## config.mk

```make
export PLATFORM = sky130hd
export DESIGN_NAME = keyboard_tracker
export DESIGN_NICKNAME = d
export VERILOG_FILES = /design/src/common/kbd_pkg.sv /design/src/hw/ps2_rx/ps2_rx.sv /design/src/hw/scan_decoder/scan_decoder.sv /design/src/hw/key_tracker.sv /design/src/hw/keyboard_tracker.sv
export SDC_FILE = /design/constraint.sdc
export NUM_CORES = 1
export LEC_CHECK = 0
export BUFFER_PORTS_ARGS = -buffer_cell sky130_fd_sc_hd__buf_4
export CAP_MARGIN = 20
export CORE_AREA = 3 3 87 89
export CTS_CLUSTER_DIAMETER = 60
export DETAILED_ROUTE_END_ITERATION = 8
export DIE_AREA = 0 0 90 92
export PLACE_DENSITY = 0.77
export SLEW_MARGIN = 10
export SYNTH_ARGS = -nofsm -noshare
export SYNTH_HDL_FRONTEND = slang
export SYNTH_SLANG_ARGS = --single-unit
```

## constraint.sdc

```tcl
create_clock -name CLOCK_50 -period 3.15 [get_ports CLOCK_50]
set_input_delay 0.63 -clock CLOCK_50 [delete_from_list [all_inputs] [get_ports CLOCK_50]]
set_output_delay 0.63 -clock CLOCK_50 [all_outputs]
set_load 0.01 [all_outputs]
```

## src/common/kbd_pkg.sv

```systemverilog
/*
 Shared constants and types for the receive-only PS/2 keyboard front end.
 Scan codes are Scan Code Set 2. Only the 19 keys listed here are tracked.
*/
package kbd_pkg;

    // Tracked key set
    localparam int NUM_KEYS = 19;

    // Key index, digits 0 to 9 sit at indices 0 to 9
    typedef logic [4:0] key_idx_t;
    // One bit per key index
    typedef logic [NUM_KEYS-1:0] key_vec_t;
    // Byte as it comes off the PS/2 line
    typedef logic [7:0] scan_byte_t;

    // Indices of the non-digit keys
    localparam key_idx_t KEY_MINUS    = 5'd10;
    localparam key_idx_t KEY_LBRACKET = 5'd11;
    localparam key_idx_t KEY_RBRACKET = 5'd12;
    localparam key_idx_t KEY_SPACE    = 5'd13;
    localparam key_idx_t KEY_ENTER    = 5'd14;
    localparam key_idx_t KEY_LEFT     = 5'd15;
    localparam key_idx_t KEY_RIGHT    = 5'd16;
    localparam key_idx_t KEY_UP       = 5'd17;
    localparam key_idx_t KEY_DOWN     = 5'd18;

    // Plain make codes, digits on the main row
    localparam scan_byte_t DIGIT0_CODE = 8'h45;
    localparam scan_byte_t DIGIT1_CODE = 8'h16;
    localparam scan_byte_t DIGIT2_CODE = 8'h1E;
    localparam scan_byte_t DIGIT3_CODE = 8'h26;
    localparam scan_byte_t DIGIT4_CODE = 8'h25;
    localparam scan_byte_t DIGIT5_CODE = 8'h2E;
    localparam scan_byte_t DIGIT6_CODE = 8'h36;
    localparam scan_byte_t DIGIT7_CODE = 8'h3D;
    localparam scan_byte_t DIGIT8_CODE = 8'h3E;
    localparam scan_byte_t DIGIT9_CODE = 8'h46;

    localparam scan_byte_t MINUS_CODE    = 8'h4E;
    localparam scan_byte_t LBRACKET_CODE = 8'h54;
    localparam scan_byte_t RBRACKET_CODE = 8'h5B;
    localparam scan_byte_t SPACE_CODE    = 8'h29;
    localparam scan_byte_t ENTER_CODE    = 8'h5A;

    // Arrow codes, only valid after the E0 prefix
    // Without E0 these collide with the keypad keys
    localparam scan_byte_t LEFT_CODE  = 8'h6B;
    localparam scan_byte_t RIGHT_CODE = 8'h74;
    localparam scan_byte_t UP_CODE    = 8'h75;
    localparam scan_byte_t DOWN_CODE  = 8'h72;

    // Prefix bytes
    localparam scan_byte_t EXT_PREFIX   = 8'hE0;
    localparam scan_byte_t BREAK_PREFIX = 8'hF0;

    // Receiver timing
    localparam int SYNC_STAGES       = 2;
    localparam int FRAME_BITS        = 11;
    localparam int RX_TIMEOUT_CYCLES = 8192;
    localparam int RX_TIMEOUT_W      = $clog2(RX_TIMEOUT_CYCLES);

    // Bit position inside a frame, 0 to 10
    typedef logic [3:0] bit_cnt_t;
    // System clocks since the last PS/2 clock edge
    typedef logic [RX_TIMEOUT_W-1:0] idle_cnt_t;

    // Received byte with its one-cycle strobe
    typedef struct packed {
        logic       valid;
        scan_byte_t data;
    } rx_byte_t;

    // Key make or break event, make high for a press
    typedef struct packed {
        logic     valid;
        logic     make;
        key_idx_t key;
    } key_event_t;

    // Prefix tracking for the decoder
    typedef enum logic [1:0] {
        MAKE,
        BREAK,
        EXT_MAKE,
        EXT_BREAK
    } decode_state_e;

endpackage

```

## src/hw/ps2_rx/ps2_rx.sv

```systemverilog
/*
 Receive-only PS/2 frame deserialiser. Lines are sampled, never driven.
 A partial frame with no clock edge for RX_TIMEOUT_CYCLES is dropped.
*/
`timescale 1ns/10ps

module ps2_rx (
    input  logic              CLOCK_50,
    input  logic              reset,
    input  logic              ps2_clk,
    input  logic              ps2_dat,
    output kbd_pkg::rx_byte_t rx_byte,
    output logic              frame_error
);

    // Synchroniser chains, newest sample enters at bit 0
    logic [kbd_pkg::SYNC_STAGES-1:0] clk_sync;
    logic [kbd_pkg::SYNC_STAGES-1:0] dat_sync;
    // Previous synchronised clock level for edge detection
    logic clk_prev;
    logic clk_fall;
    logic dat_bit;

    // Frame assembly state
    kbd_pkg::bit_cnt_t  bit_cnt;
    kbd_pkg::idle_cnt_t idle_cnt;
    // Start, eight data bits and parity, start ends up in bit 0
    logic [kbd_pkg::FRAME_BITS-2:0] frame_sr;
    logic last_bit;
    logic frame_ok;

    // Output registers
    logic                byte_valid;
    kbd_pkg::scan_byte_t byte_data;

    // Both lines idle high, so the chains come out of reset high
    // to avoid a false falling edge
    always_ff @(posedge CLOCK_50) begin
        if (!reset) begin
            clk_sync <= '1;
            dat_sync <= '1;
            clk_prev <= 1'b1;
        end else begin
            clk_sync <= {clk_sync[kbd_pkg::SYNC_STAGES-2:0], ps2_clk};
            dat_sync <= {dat_sync[kbd_pkg::SYNC_STAGES-2:0], ps2_dat};
            clk_prev <= clk_sync[kbd_pkg::SYNC_STAGES-1];
        end
    end

    // Keyboard changes data on the rising edge, so sample on the falling one
    assign clk_fall = clk_prev & ~clk_sync[kbd_pkg::SYNC_STAGES-1];
    assign dat_bit  = dat_sync[kbd_pkg::SYNC_STAGES-1];

    // Edge that carries the stop bit
    assign last_bit = clk_fall &&
                      (bit_cnt == kbd_pkg::bit_cnt_t'(kbd_pkg::FRAME_BITS - 1));

    // Start low, odd parity over data plus parity bit, stop high
    assign frame_ok = ~frame_sr[0] &
                      (^frame_sr[kbd_pkg::FRAME_BITS-2:1]) &
                      dat_bit;

    // Bit counter and mid-frame idle timer
    always_ff @(posedge CLOCK_50) begin
        if (!reset) begin
            bit_cnt  <= '0;
            idle_cnt <= '0;
        end else if (clk_fall) begin
            idle_cnt <= '0;
            if (last_bit) begin
                bit_cnt <= '0;
            end else begin
                bit_cnt <= bit_cnt + 1'b1;
            end
        end else if (bit_cnt != '0) begin
            // Keyboard stalled mid-frame, throw the partial frame away
            if (idle_cnt == kbd_pkg::idle_cnt_t'(kbd_pkg::RX_TIMEOUT_CYCLES - 1)) begin
                bit_cnt  <= '0;
                idle_cnt <= '0;
            end else begin
                idle_cnt <= idle_cnt + 1'b1;
            end
        end
    end

    // LSB first, shift right so the start bit lands in bit 0
    // after ten edges; the stop bit is checked straight off the line
    always_ff @(posedge CLOCK_50) begin
        if (clk_fall) begin
            frame_sr <= {dat_bit, frame_sr[kbd_pkg::FRAME_BITS-2:1]};
        end
    end

    // One-cycle strobes, issued the cycle after the stop edge
    always_ff @(posedge CLOCK_50) begin
        if (!reset) begin
            byte_valid  <= 1'b0;
            frame_error <= 1'b0;
        end else begin
            byte_valid  <= last_bit & frame_ok;
            frame_error <= last_bit & ~frame_ok;
        end
    end

    // Data bits sit between start and parity
    always_ff @(posedge CLOCK_50) begin
        if (last_bit) begin
            byte_data <= frame_sr[8:1];
        end
    end

    assign rx_byte = '{valid: byte_valid, data: byte_data};

    // Frames are hundreds of cycles apart, strobes never stretch
    a_valid_one_cycle: assert property (
        @(posedge CLOCK_50) disable iff (!reset)
        rx_byte.valid |=> !rx_byte.valid
    );

    a_error_one_cycle: assert property (
        @(posedge CLOCK_50) disable iff (!reset)
        frame_error |=> !frame_error
    );

endmodule

```

## src/hw/scan_decoder/scan_decoder.sv

```systemverilog
/*
 Scan Code Set 2 decoder for E0 and F0 prefixes. Unmapped codes and
 multi-byte sequences such as print screen and pause produce no event.
*/
`timescale 1ns/10ps

module scan_decoder (
    input  logic                CLOCK_50,
    input  logic                reset,
    input  kbd_pkg::rx_byte_t   rx_byte,
    output kbd_pkg::key_event_t key_event
);

    kbd_pkg::decode_state_e state;

    // Byte classification
    logic is_prefix;
    logic is_ext;
    logic is_make;

    // Table lookups
    logic              plain_hit;
    logic              arrow_hit;
    logic              hit;
    kbd_pkg::key_idx_t plain_key;
    kbd_pkg::key_idx_t arrow_key;

    // Event registers
    logic              ev_valid;
    logic              ev_make;
    kbd_pkg::key_idx_t ev_key;

    assign is_prefix = (rx_byte.data == kbd_pkg::EXT_PREFIX) ||
                       (rx_byte.data == kbd_pkg::BREAK_PREFIX);
    assign is_ext    = (state == kbd_pkg::EXT_MAKE) || (state == kbd_pkg::EXT_BREAK);
    assign is_make   = (state == kbd_pkg::MAKE) || (state == kbd_pkg::EXT_MAKE);

    // Plain table, used in MAKE and BREAK
    always_comb begin
        plain_hit = 1'b1;
        plain_key = '0;
        case (rx_byte.data)
            kbd_pkg::DIGIT0_CODE:   plain_key = 5'd0;
            kbd_pkg::DIGIT1_CODE:   plain_key = 5'd1;
            kbd_pkg::DIGIT2_CODE:   plain_key = 5'd2;
            kbd_pkg::DIGIT3_CODE:   plain_key = 5'd3;
            kbd_pkg::DIGIT4_CODE:   plain_key = 5'd4;
            kbd_pkg::DIGIT5_CODE:   plain_key = 5'd5;
            kbd_pkg::DIGIT6_CODE:   plain_key = 5'd6;
            kbd_pkg::DIGIT7_CODE:   plain_key = 5'd7;
            kbd_pkg::DIGIT8_CODE:   plain_key = 5'd8;
            kbd_pkg::DIGIT9_CODE:   plain_key = 5'd9;
            kbd_pkg::MINUS_CODE:    plain_key = kbd_pkg::KEY_MINUS;
            kbd_pkg::LBRACKET_CODE: plain_key = kbd_pkg::KEY_LBRACKET;
            kbd_pkg::RBRACKET_CODE: plain_key = kbd_pkg::KEY_RBRACKET;
            kbd_pkg::SPACE_CODE:    plain_key = kbd_pkg::KEY_SPACE;
            kbd_pkg::ENTER_CODE:    plain_key = kbd_pkg::KEY_ENTER;
            default:                plain_hit = 1'b0;
        endcase
    end

    // Arrow table, only consulted after E0
    always_comb begin
        arrow_hit = 1'b1;
        arrow_key = '0;
        case (rx_byte.data)
            kbd_pkg::LEFT_CODE:  arrow_key = kbd_pkg::KEY_LEFT;
            kbd_pkg::RIGHT_CODE: arrow_key = kbd_pkg::KEY_RIGHT;
            kbd_pkg::UP_CODE:    arrow_key = kbd_pkg::KEY_UP;
            kbd_pkg::DOWN_CODE:  arrow_key = kbd_pkg::KEY_DOWN;
            default:             arrow_hit = 1'b0;
        endcase
    end

    assign hit = is_ext ? arrow_hit : plain_hit;

    // Prefix machine; any non-prefix byte ends the sequence
    always_ff @(posedge CLOCK_50) begin
        if (!reset) begin
            state <= kbd_pkg::MAKE;
        end else if (rx_byte.valid) begin
            if (rx_byte.data == kbd_pkg::EXT_PREFIX) begin
                state <= kbd_pkg::EXT_MAKE;
            end else if (rx_byte.data == kbd_pkg::BREAK_PREFIX) begin
                // F0 keeps the extended flag if E0 came first
                state <= is_ext ? kbd_pkg::EXT_BREAK : kbd_pkg::BREAK;
            end else begin
                state <= kbd_pkg::MAKE;
            end
        end
    end

    // Event strobe, one cycle after the byte
    always_ff @(posedge CLOCK_50) begin
        if (!reset) begin
            ev_valid <= 1'b0;
        end else begin
            ev_valid <= rx_byte.valid & ~is_prefix & hit;
        end
    end

    always_ff @(posedge CLOCK_50) begin
        if (rx_byte.valid) begin
            ev_make <= is_make;
            ev_key  <= is_ext ? arrow_key : plain_key;
        end
    end

    assign key_event = '{valid: ev_valid, make: ev_make, key: ev_key};

    // Tracker indexes its vectors directly with this
    a_key_in_range: assert property (
        @(posedge CLOCK_50) disable iff (!reset)
        key_event.valid |-> (key_event.key < kbd_pkg::NUM_KEYS)
    );

endmodule

```

## src/hw/key_tracker.sv

```systemverilog
/*
 Per-key held flags and one-cycle press pulses.
 Held state is only as good as the break codes seen, so reset clears all keys.
*/
`timescale 1ns/10ps

module key_tracker (
    input  logic                CLOCK_50,
    input  logic                reset,
    input  kbd_pkg::key_event_t key_event,
    output kbd_pkg::key_vec_t   held,
    output kbd_pkg::key_vec_t   pressed
);

    // Current key state
    kbd_pkg::key_vec_t held_q;
    // Held delayed by one cycle
    kbd_pkg::key_vec_t lock_q;

    always_ff @(posedge CLOCK_50) begin
        if (!reset) begin
            held_q <= '0;
            lock_q <= '0;
        end else begin
            // Lock rises one cycle after held and falls one cycle after it
            lock_q <= held_q;
            // Make sets, break clears
            // Typematic repeats rewrite a 1, so no new pulse
            if (key_event.valid) begin
                held_q[key_event.key] <= key_event.make;
            end
        end
    end

    assign held = held_q;

    // Only the first held cycle has lock still low
    assign pressed = held_q & ~lock_q;

    // A make for a key that is still up gives its pulse on the next cycle
    a_pulse_after_make: assert property (
        @(posedge CLOCK_50) disable iff (!reset)
        (key_event.valid && key_event.make && !held[key_event.key])
            |=> pressed[$past(key_event.key)]
    );

endmodule

```

## src/hw/keyboard_tracker.sv

```systemverilog
/*
 PS/2 keyboard front end top level, receive only.
 ps2_clk and ps2_dat are asynchronous inputs, frame_error is a one-cycle strobe.
*/
`timescale 1ns/10ps

module keyboard_tracker (
    input  logic              CLOCK_50,
    input  logic              reset,
    input  logic              ps2_clk,
    input  logic              ps2_dat,
    output kbd_pkg::key_vec_t held,
    output kbd_pkg::key_vec_t pressed,
    output logic              frame_error
);

    // Byte stream from the receiver
    kbd_pkg::rx_byte_t   rx_byte;
    // Make and break events from the decoder
    kbd_pkg::key_event_t key_event;

    // Line sampling and frame checks
    ps2_rx u_ps2_rx (
        .CLOCK_50    (CLOCK_50),
        .reset       (reset),
        .ps2_clk     (ps2_clk),
        .ps2_dat     (ps2_dat),
        .rx_byte     (rx_byte),
        .frame_error (frame_error)
    );

    // Prefix handling and key lookup
    scan_decoder u_scan_decoder (
        .CLOCK_50  (CLOCK_50),
        .reset     (reset),
        .rx_byte   (rx_byte),
        .key_event (key_event)
    );

    // Held flags and press pulses
    key_tracker u_key_tracker (
        .CLOCK_50  (CLOCK_50),
        .reset     (reset),
        .key_event (key_event),
        .held      (held),
        .pressed   (pressed)
    );

endmodule

```

### Word level (Yosys, flattened, before mapping)

Cells that the tools add are included.

| operators by class | value |
|---|---|
| $lt $le $gt $ge | 2 |
| equal/unequal tests | 25 |
| $mul | 0 |
| reductions and logical operators | 14 |
| divide/modulo/power cells | 0 |
| mux-type cells | 17 |
| add/sub/neg operators | 2 |
| shift operators | 0 |
| bitwise gates (word level) | 14 |

Operators with widths:

| cell | number |
|---|---|
| $eq A8 B7 Y1 const B | 10 |
| $eq A8 B6 Y1 const B | 7 |
| $pmux W4 S14 | 1 |
| $pmux W5 S4 | 1 |
| $and A19 B19 Y19 | 1 |
| $bwmux W19 | 1 |
| $not A19 Y19 | 1 |
| $eq A8 B5 Y1 const B | 2 |
| $eq A8 B8 Y1 const B | 2 |
| $mux W4 | 4 |
| $reduce_or A15 Y1 | 1 |
| $add A13 B1 Y13 const B | 1 |
| $eq A13 B13 Y1 const B | 1 |
| $mux W13 | 1 |
| $reduce_xor A9 Y1 | 1 |
| $and A1 B1 Y1 | 7 |
| $lt A5 B6 Y1 const B | 1 |
| $mux W2 | 3 |
| $demux W1 S5 | 1 |
| $ge A5 B1 Y1 const B | 1 |
| $mux W5 | 1 |
| $not A1 Y1 | 5 |
| $add A4 B1 Y4 const B | 1 |
| $eq A2 B2 Y1 const B | 2 |
| other kinds (10) | 17 |

| word-level totals | value |
|---|---|
| memories kept | 0 |
| bits in writable memories | 0 |
| flip-flop bits (word level) | 89 |
| word-level logic and storage cells | 89 |
| input port bits | 4 |
| output and inout port bits | 39 |
| bits in read-only memories | 0 |
| latch bits | 0 |

### Longest topological paths before layout

| depth | value |
|---|---|
| depth in word-level cells | 5 |
| gate-level depth with buffers | 8 |
| mapped depth without buffers | 7 |

### Modules after synthesis

From an unflattened synthesis, not the netlist that was laid out.

| unflattened totals | value |
|---|---|
| cells, all modules | 393 |
| area, all modules | 3,982.6 um^2 |

By module, submodules not included:

| module | cells each | times used | seq. area each (um^2) | area each (um^2) |
|---|---|---|---|---|
| ps2_rx | 146 | 1 | 1,021.0 | 1,672.9 |
| key_tracker | 147 | 1 | 760.7 | 1,431.4 |
| scan_decoder | 100 | 1 | 240.2 | 878.3 |

### Worst setup path before layout

OpenSTA, ideal clock, no wires.

| path | value |
|---|---|
| path type | register to register |
| from | register u_ps2_rx.bit_cnt[0] |
| to | register u_ps2_rx.idle_cnt[10] |
| data required time | 3.086 ns |
| library setup time | 0.064 ns |
| arrival time | 1.656 ns |
| path slack | 1.431 ns |
| cell stages (with the launch flop) | 9 |
| path buffers | 2 |
| period minus slack after synthesis | 1.719 ns |
| cells stage by stage | dfxtp_1 > inv_1 > ha_1 > or3b_4 > and2_4 > buf_6 > a31o_4 > buf_6 > nor2_1 |

| on the way | value |
|---|---|
| longest elaborated chain between the ends | 1 |

Ends and longest elaborated chain:

| item | line | source |
|---|---|---|
| start, declared | ps2_rx.sv:25 | `kbd_pkg::bit_cnt_t bit_cnt;` |
| start signal, assigned | ps2_rx.sv:73 | `bit_cnt <= bit_cnt + 1'b1;` |
| $reduce_bool A4 Y1 | ps2_rx.sv:75 | `end else if (bit_cnt != '0) begin` |
| end signal, assigned | ps2_rx.sv:81 | `idle_cnt <= idle_cnt + 1'b1;` |
| end, declared | ps2_rx.sv:26 | `kbd_pkg::idle_cnt_t idle_cnt;` |

No other way between the ends.
A chain may end at the register's enable or synchronous reset.

### Worst setup path in the final report

| path | value |
|---|---|
| from | register u_ps2_rx.byte_data[3] |
| to | register u_scan_decoder.ev_key[0], data pin |

| on the way | value |
|---|---|
| longest elaborated chain between the ends | 3 |
| elaborated cells between the ends (all ways) | 21 |
| classes of those cells | eq/ne: 18; mux: 3 |

Ends and longest elaborated chain:

| item | line | source |
|---|---|---|
| start, declared | ps2_rx.sv:34 | `kbd_pkg::scan_byte_t byte_data;` |
| start signal, assigned | ps2_rx.sv:108 | `byte_data <= frame_sr[8:1];` |
| $eq A8 B7 Y1 (tied with other cells) | scan_decoder.sv:42 | `case (rx_byte.data)` |
| $pmux W4 S14 / $pmux W5 S4 (equally long branches) | scan_decoder.sv:42, scan_decoder.sv:66 |  |
| $mux W5 (*) | scan_decoder.sv:105 | `ev_key <= is_ext ? arrow_key : plain_key;` |
| end signal, assigned | scan_decoder.sv:105 |  |
| end, declared | scan_decoder.sv:31 | `kbd_pkg::key_idx_t ev_key;` |

Mark *: on every way between the ends. The rest lies on a longest branch, timed or not.

==> metrics.csv <==
stage;metric;value;unit
timing;drv_slew;0;
critical_path;critPathBufInv;0;
synth;async_reset_ff_share;0;%
global_route;grt_pass1_wl;11.89;mm
global_route;grt.overflow.total;0;
clock_tree;h-tree-depth;3;
timing;finalSetupViolations;0;
critical_path;cp.arrival;2010;ps
synth;synth_top_area_cell;dfxtp_1;
critical_path;path_depth;4;
drt;ant_nets;0;
clock_tree;post-cts-setup-buffer-count;0;
critical_path;cpLargestDelayFamily;simple AND/OR/NAND/NOR gates;
global_route;antenna_found_initial;0;
die;die_x;90;um
drt;drt-initial-drc-count;244;
timing;hold_viol_final;0;
synth;synthTopCellsByArea;dfxtp_1, edfxtp_1, nor2b_1, nand2_1, and2_1;
final_layout;area_growth;14.04;%
global_route;grt_pass1_vias;2671;
placement;numPortBuffers;42;
clock_tree;clkTransAtPathRegs;80;ps
timing;fin_crit_sh;57.83;%
power_and_ir_drop;power.total;2.018;mW
critical_path;reg2reg_from;u_ps2_rx.byte_data[3];
clock_tree;postCtsHoldBufs;0;
critical_path;rr_endpoint;u_scan_decoder.ev_key[0];
synth;syn_nets;403;
clock_tree;clockBufferDepth;2;
power_and_ir_drop;p_leak;1.694;nW
global_route;grt_use_total;17.40;%
synth;avgSynthCellArea;9.905;um2
timing;period_minus_slack;1822;ps
critical_path;r2r_cells;4;
worst_hold_path;hold_end;u_ps2_rx.clk_sync[1];
timing;setup_slack;1328;ps
worst_hold_path;worst_hold_path_type;flip-flop to flip-flop;
synth;ys.flop_type;dfxtp_1;
drt;vias_per_cell;5.345;
drt;wirelength;7.087;mm
critical_path;critPathRequiredTime;3340;ps
die;fp.coreArea;0.006832;mm2
synth;synth_cell_type_count;53;
placement;hpwl;4.829;mm
timing;clock-skew-final;8.020;ps
global_route;grt_max_degree;51;
die;die_height;92;um
synth;synth_edf_count;24;
final_layout;antenna_cells;0;
critical_path;crit_type;flip-flop to flip-flop;
synth;ys_seq_area_share;51.68;%
synth;yosysWarnings;0;
clock_tree;cts.repair.resized;0;
power_and_ir_drop;p_per_area;452.4;mW/mm2
critical_path;path_max_fanout;12;
worst_hold_path;worstHoldPathCells;1;
worst_hold_path;hp-start;u_ps2_rx.clk_sync[0];
die;start_util;57.27;%
synth;synthCells;395;
die;fp.dieArea;0.008280;mm2
critical_path;cpPeakStageDelay;560;ps
timing;fin_tns_setup;0;ps
clock_tree;clkLatencyLatePin;350;ps
final_layout;nNetsFinal;437;
drt;dr.pass1.iters;4;
drt;drc;0;
critical_path;crit_chain;nand2b_1, or4_1, o21ai_0, a2bb2oi_1;
timing;max_slew_margin;46.29;%
final_layout;final_cell_mix;dfxtp_1, buf_4, nand2_1, nor2b_1;
timing;rsz0062_at_grt;false;
drt;dr_total_vias;2833;
timing;worst_pin_slew;803.8;ps
synth;yosys.area.top_type_share;33.26;%
outcome;status;completed;
clock_tree;root_buffer;clkbuf_8;
clock_tree;clock-sinks;89;
critical_path;start_kind;flip-flop;
power_and_ir_drop;peakVddDrop;0.3304;mV
final_layout;drive_gt1_share;15.44;%
critical_path;crit_path_end_kind;flip-flop;
die;ios;43;
final_layout;layout_commonest_cell;dfxtp_1;
placement;place_ws;1338;ps
critical_path;r2r_slack;1330;ps
clock_tree;cts_inserted_buffers;9;
placement;gp_congestion;0.9206;
timing;fmax;548.9;MHz
synth;ys_seq_elements;89;
critical_path;cpMaxStageDelayCell;edfxtp_1;
job;maxCapViolCount;0;
drt;wl_per_cell;13.37;um
clock_tree;cts_tree;yes;
synth;netlist_area;0.003913;mm2
die;num_rows;30;
[report_power, final]
group | switching (mW) | internal [mW] | total [mW]
Sequential | 0.00498 | 1.18 | 1.18
Combinational | 0.0258 | 0.0185 | 0.0442
Clock | 0.401 | 0.391 | 0.792
[state kept, by name, summed over array words and instances (netlist names), 2 cells and up]
signal	cells
u_key_tracker.held	19
u_key_tracker.lock_q	19
u_ps2_rx.idle_cnt	13
u_ps2_rx.frame_sr	10
u_ps2_rx.byte_data	8
u_scan_decoder.ev_key	5
u_ps2_rx.bit_cnt	4
u_ps2_rx.clk_sync	2
u_ps2_rx.dat_sync	2
u_scan_decoder.state	2
[kinds of logic after synthesis]
family,after synthesis,synth area share [%]
muxes,7,1.791
buffers and inverters,26,2.974
adders and majority gates,4,1.279
and+or+nand+nor,197,27.76
AOI/OAI and AO/OA,49,9.370
xor gates and xnor gates,23,5.149
DFF,89,51.68
[worst reg2reg max path: cells and delay by family (launching register included)]
kind / cells / cell delay (ps)
simple gates: 2 / 710
compound gates: 2 / 400
flops: 1 / 560
[routing by layer]
layer	share of wire, %	track usage (%)	routed length (um)
met1	45	20.87	3160
met3	5.7	4.102	406
met2	48	29.87	3390
met5	0	0	0
met4	1.8	7.653	129
[through the flow]
step                      cells  hold slack [ps]  util [%]  area (um2)
after CTS                   530            420.6     65.31        4462
after detailed placement    514            401.2     62.33        4258
after global placement      514            389.6     62.33        4258
final                       530            414.7     65.31        4462
after global routing        530            439.6     65.31        4462
after floorplan             395            386.3         -        3913
[how the worst max path moves through the flow]
stage	start	end	slack (ps)
finish	u_ps2_rx.byte_data[3]	u_scan_decoder.ev_key[0]	1330
global route	u_ps2_rx.bit_cnt[0]	u_ps2_rx.byte_valid	1110
CTS	u_ps2_rx.bit_cnt[0]	u_ps2_rx.bit_cnt[2]	1340
detailed placement	reset	u_ps2_rx.bit_cnt[2]	1340
global placement	reset	u_ps2_rx.bit_cnt[2]	1380
floorplan	u_ps2_rx.bit_cnt[0]	u_ps2_rx.idle_cnt[10]	1430
[area by class of cell]
class	instances	area (um2)
clock buffers	10	137.6
clock inverters	6	66.31
fillers	575	2370
inverters	7	26.28
multi-input cells	280	1774
flip-flops and latches	89	2022
well taps	96	120.1
repair buffers	42	315.3
[synth_stat cells (all sizes together), types with 4 or more instances]
library cell / number
a31oi: 5
and2: 23
nor2b: 32
o21ai: 6
inv: 7
xor2: 11
xnor2: 12
a21boi: 14
dfxtp: 65
nand2b: 17
nor2: 26
and3: 5
buf: 6
clkbuf: 13
ha: 4
edfxtp: 24
nor3b: 6
nand3b: 5
nor3: 6
nand2: 38
nand3: 22
nand4: 5
mux2i: 7
o22ai: 5
Power figures use the tool's default switching activity.
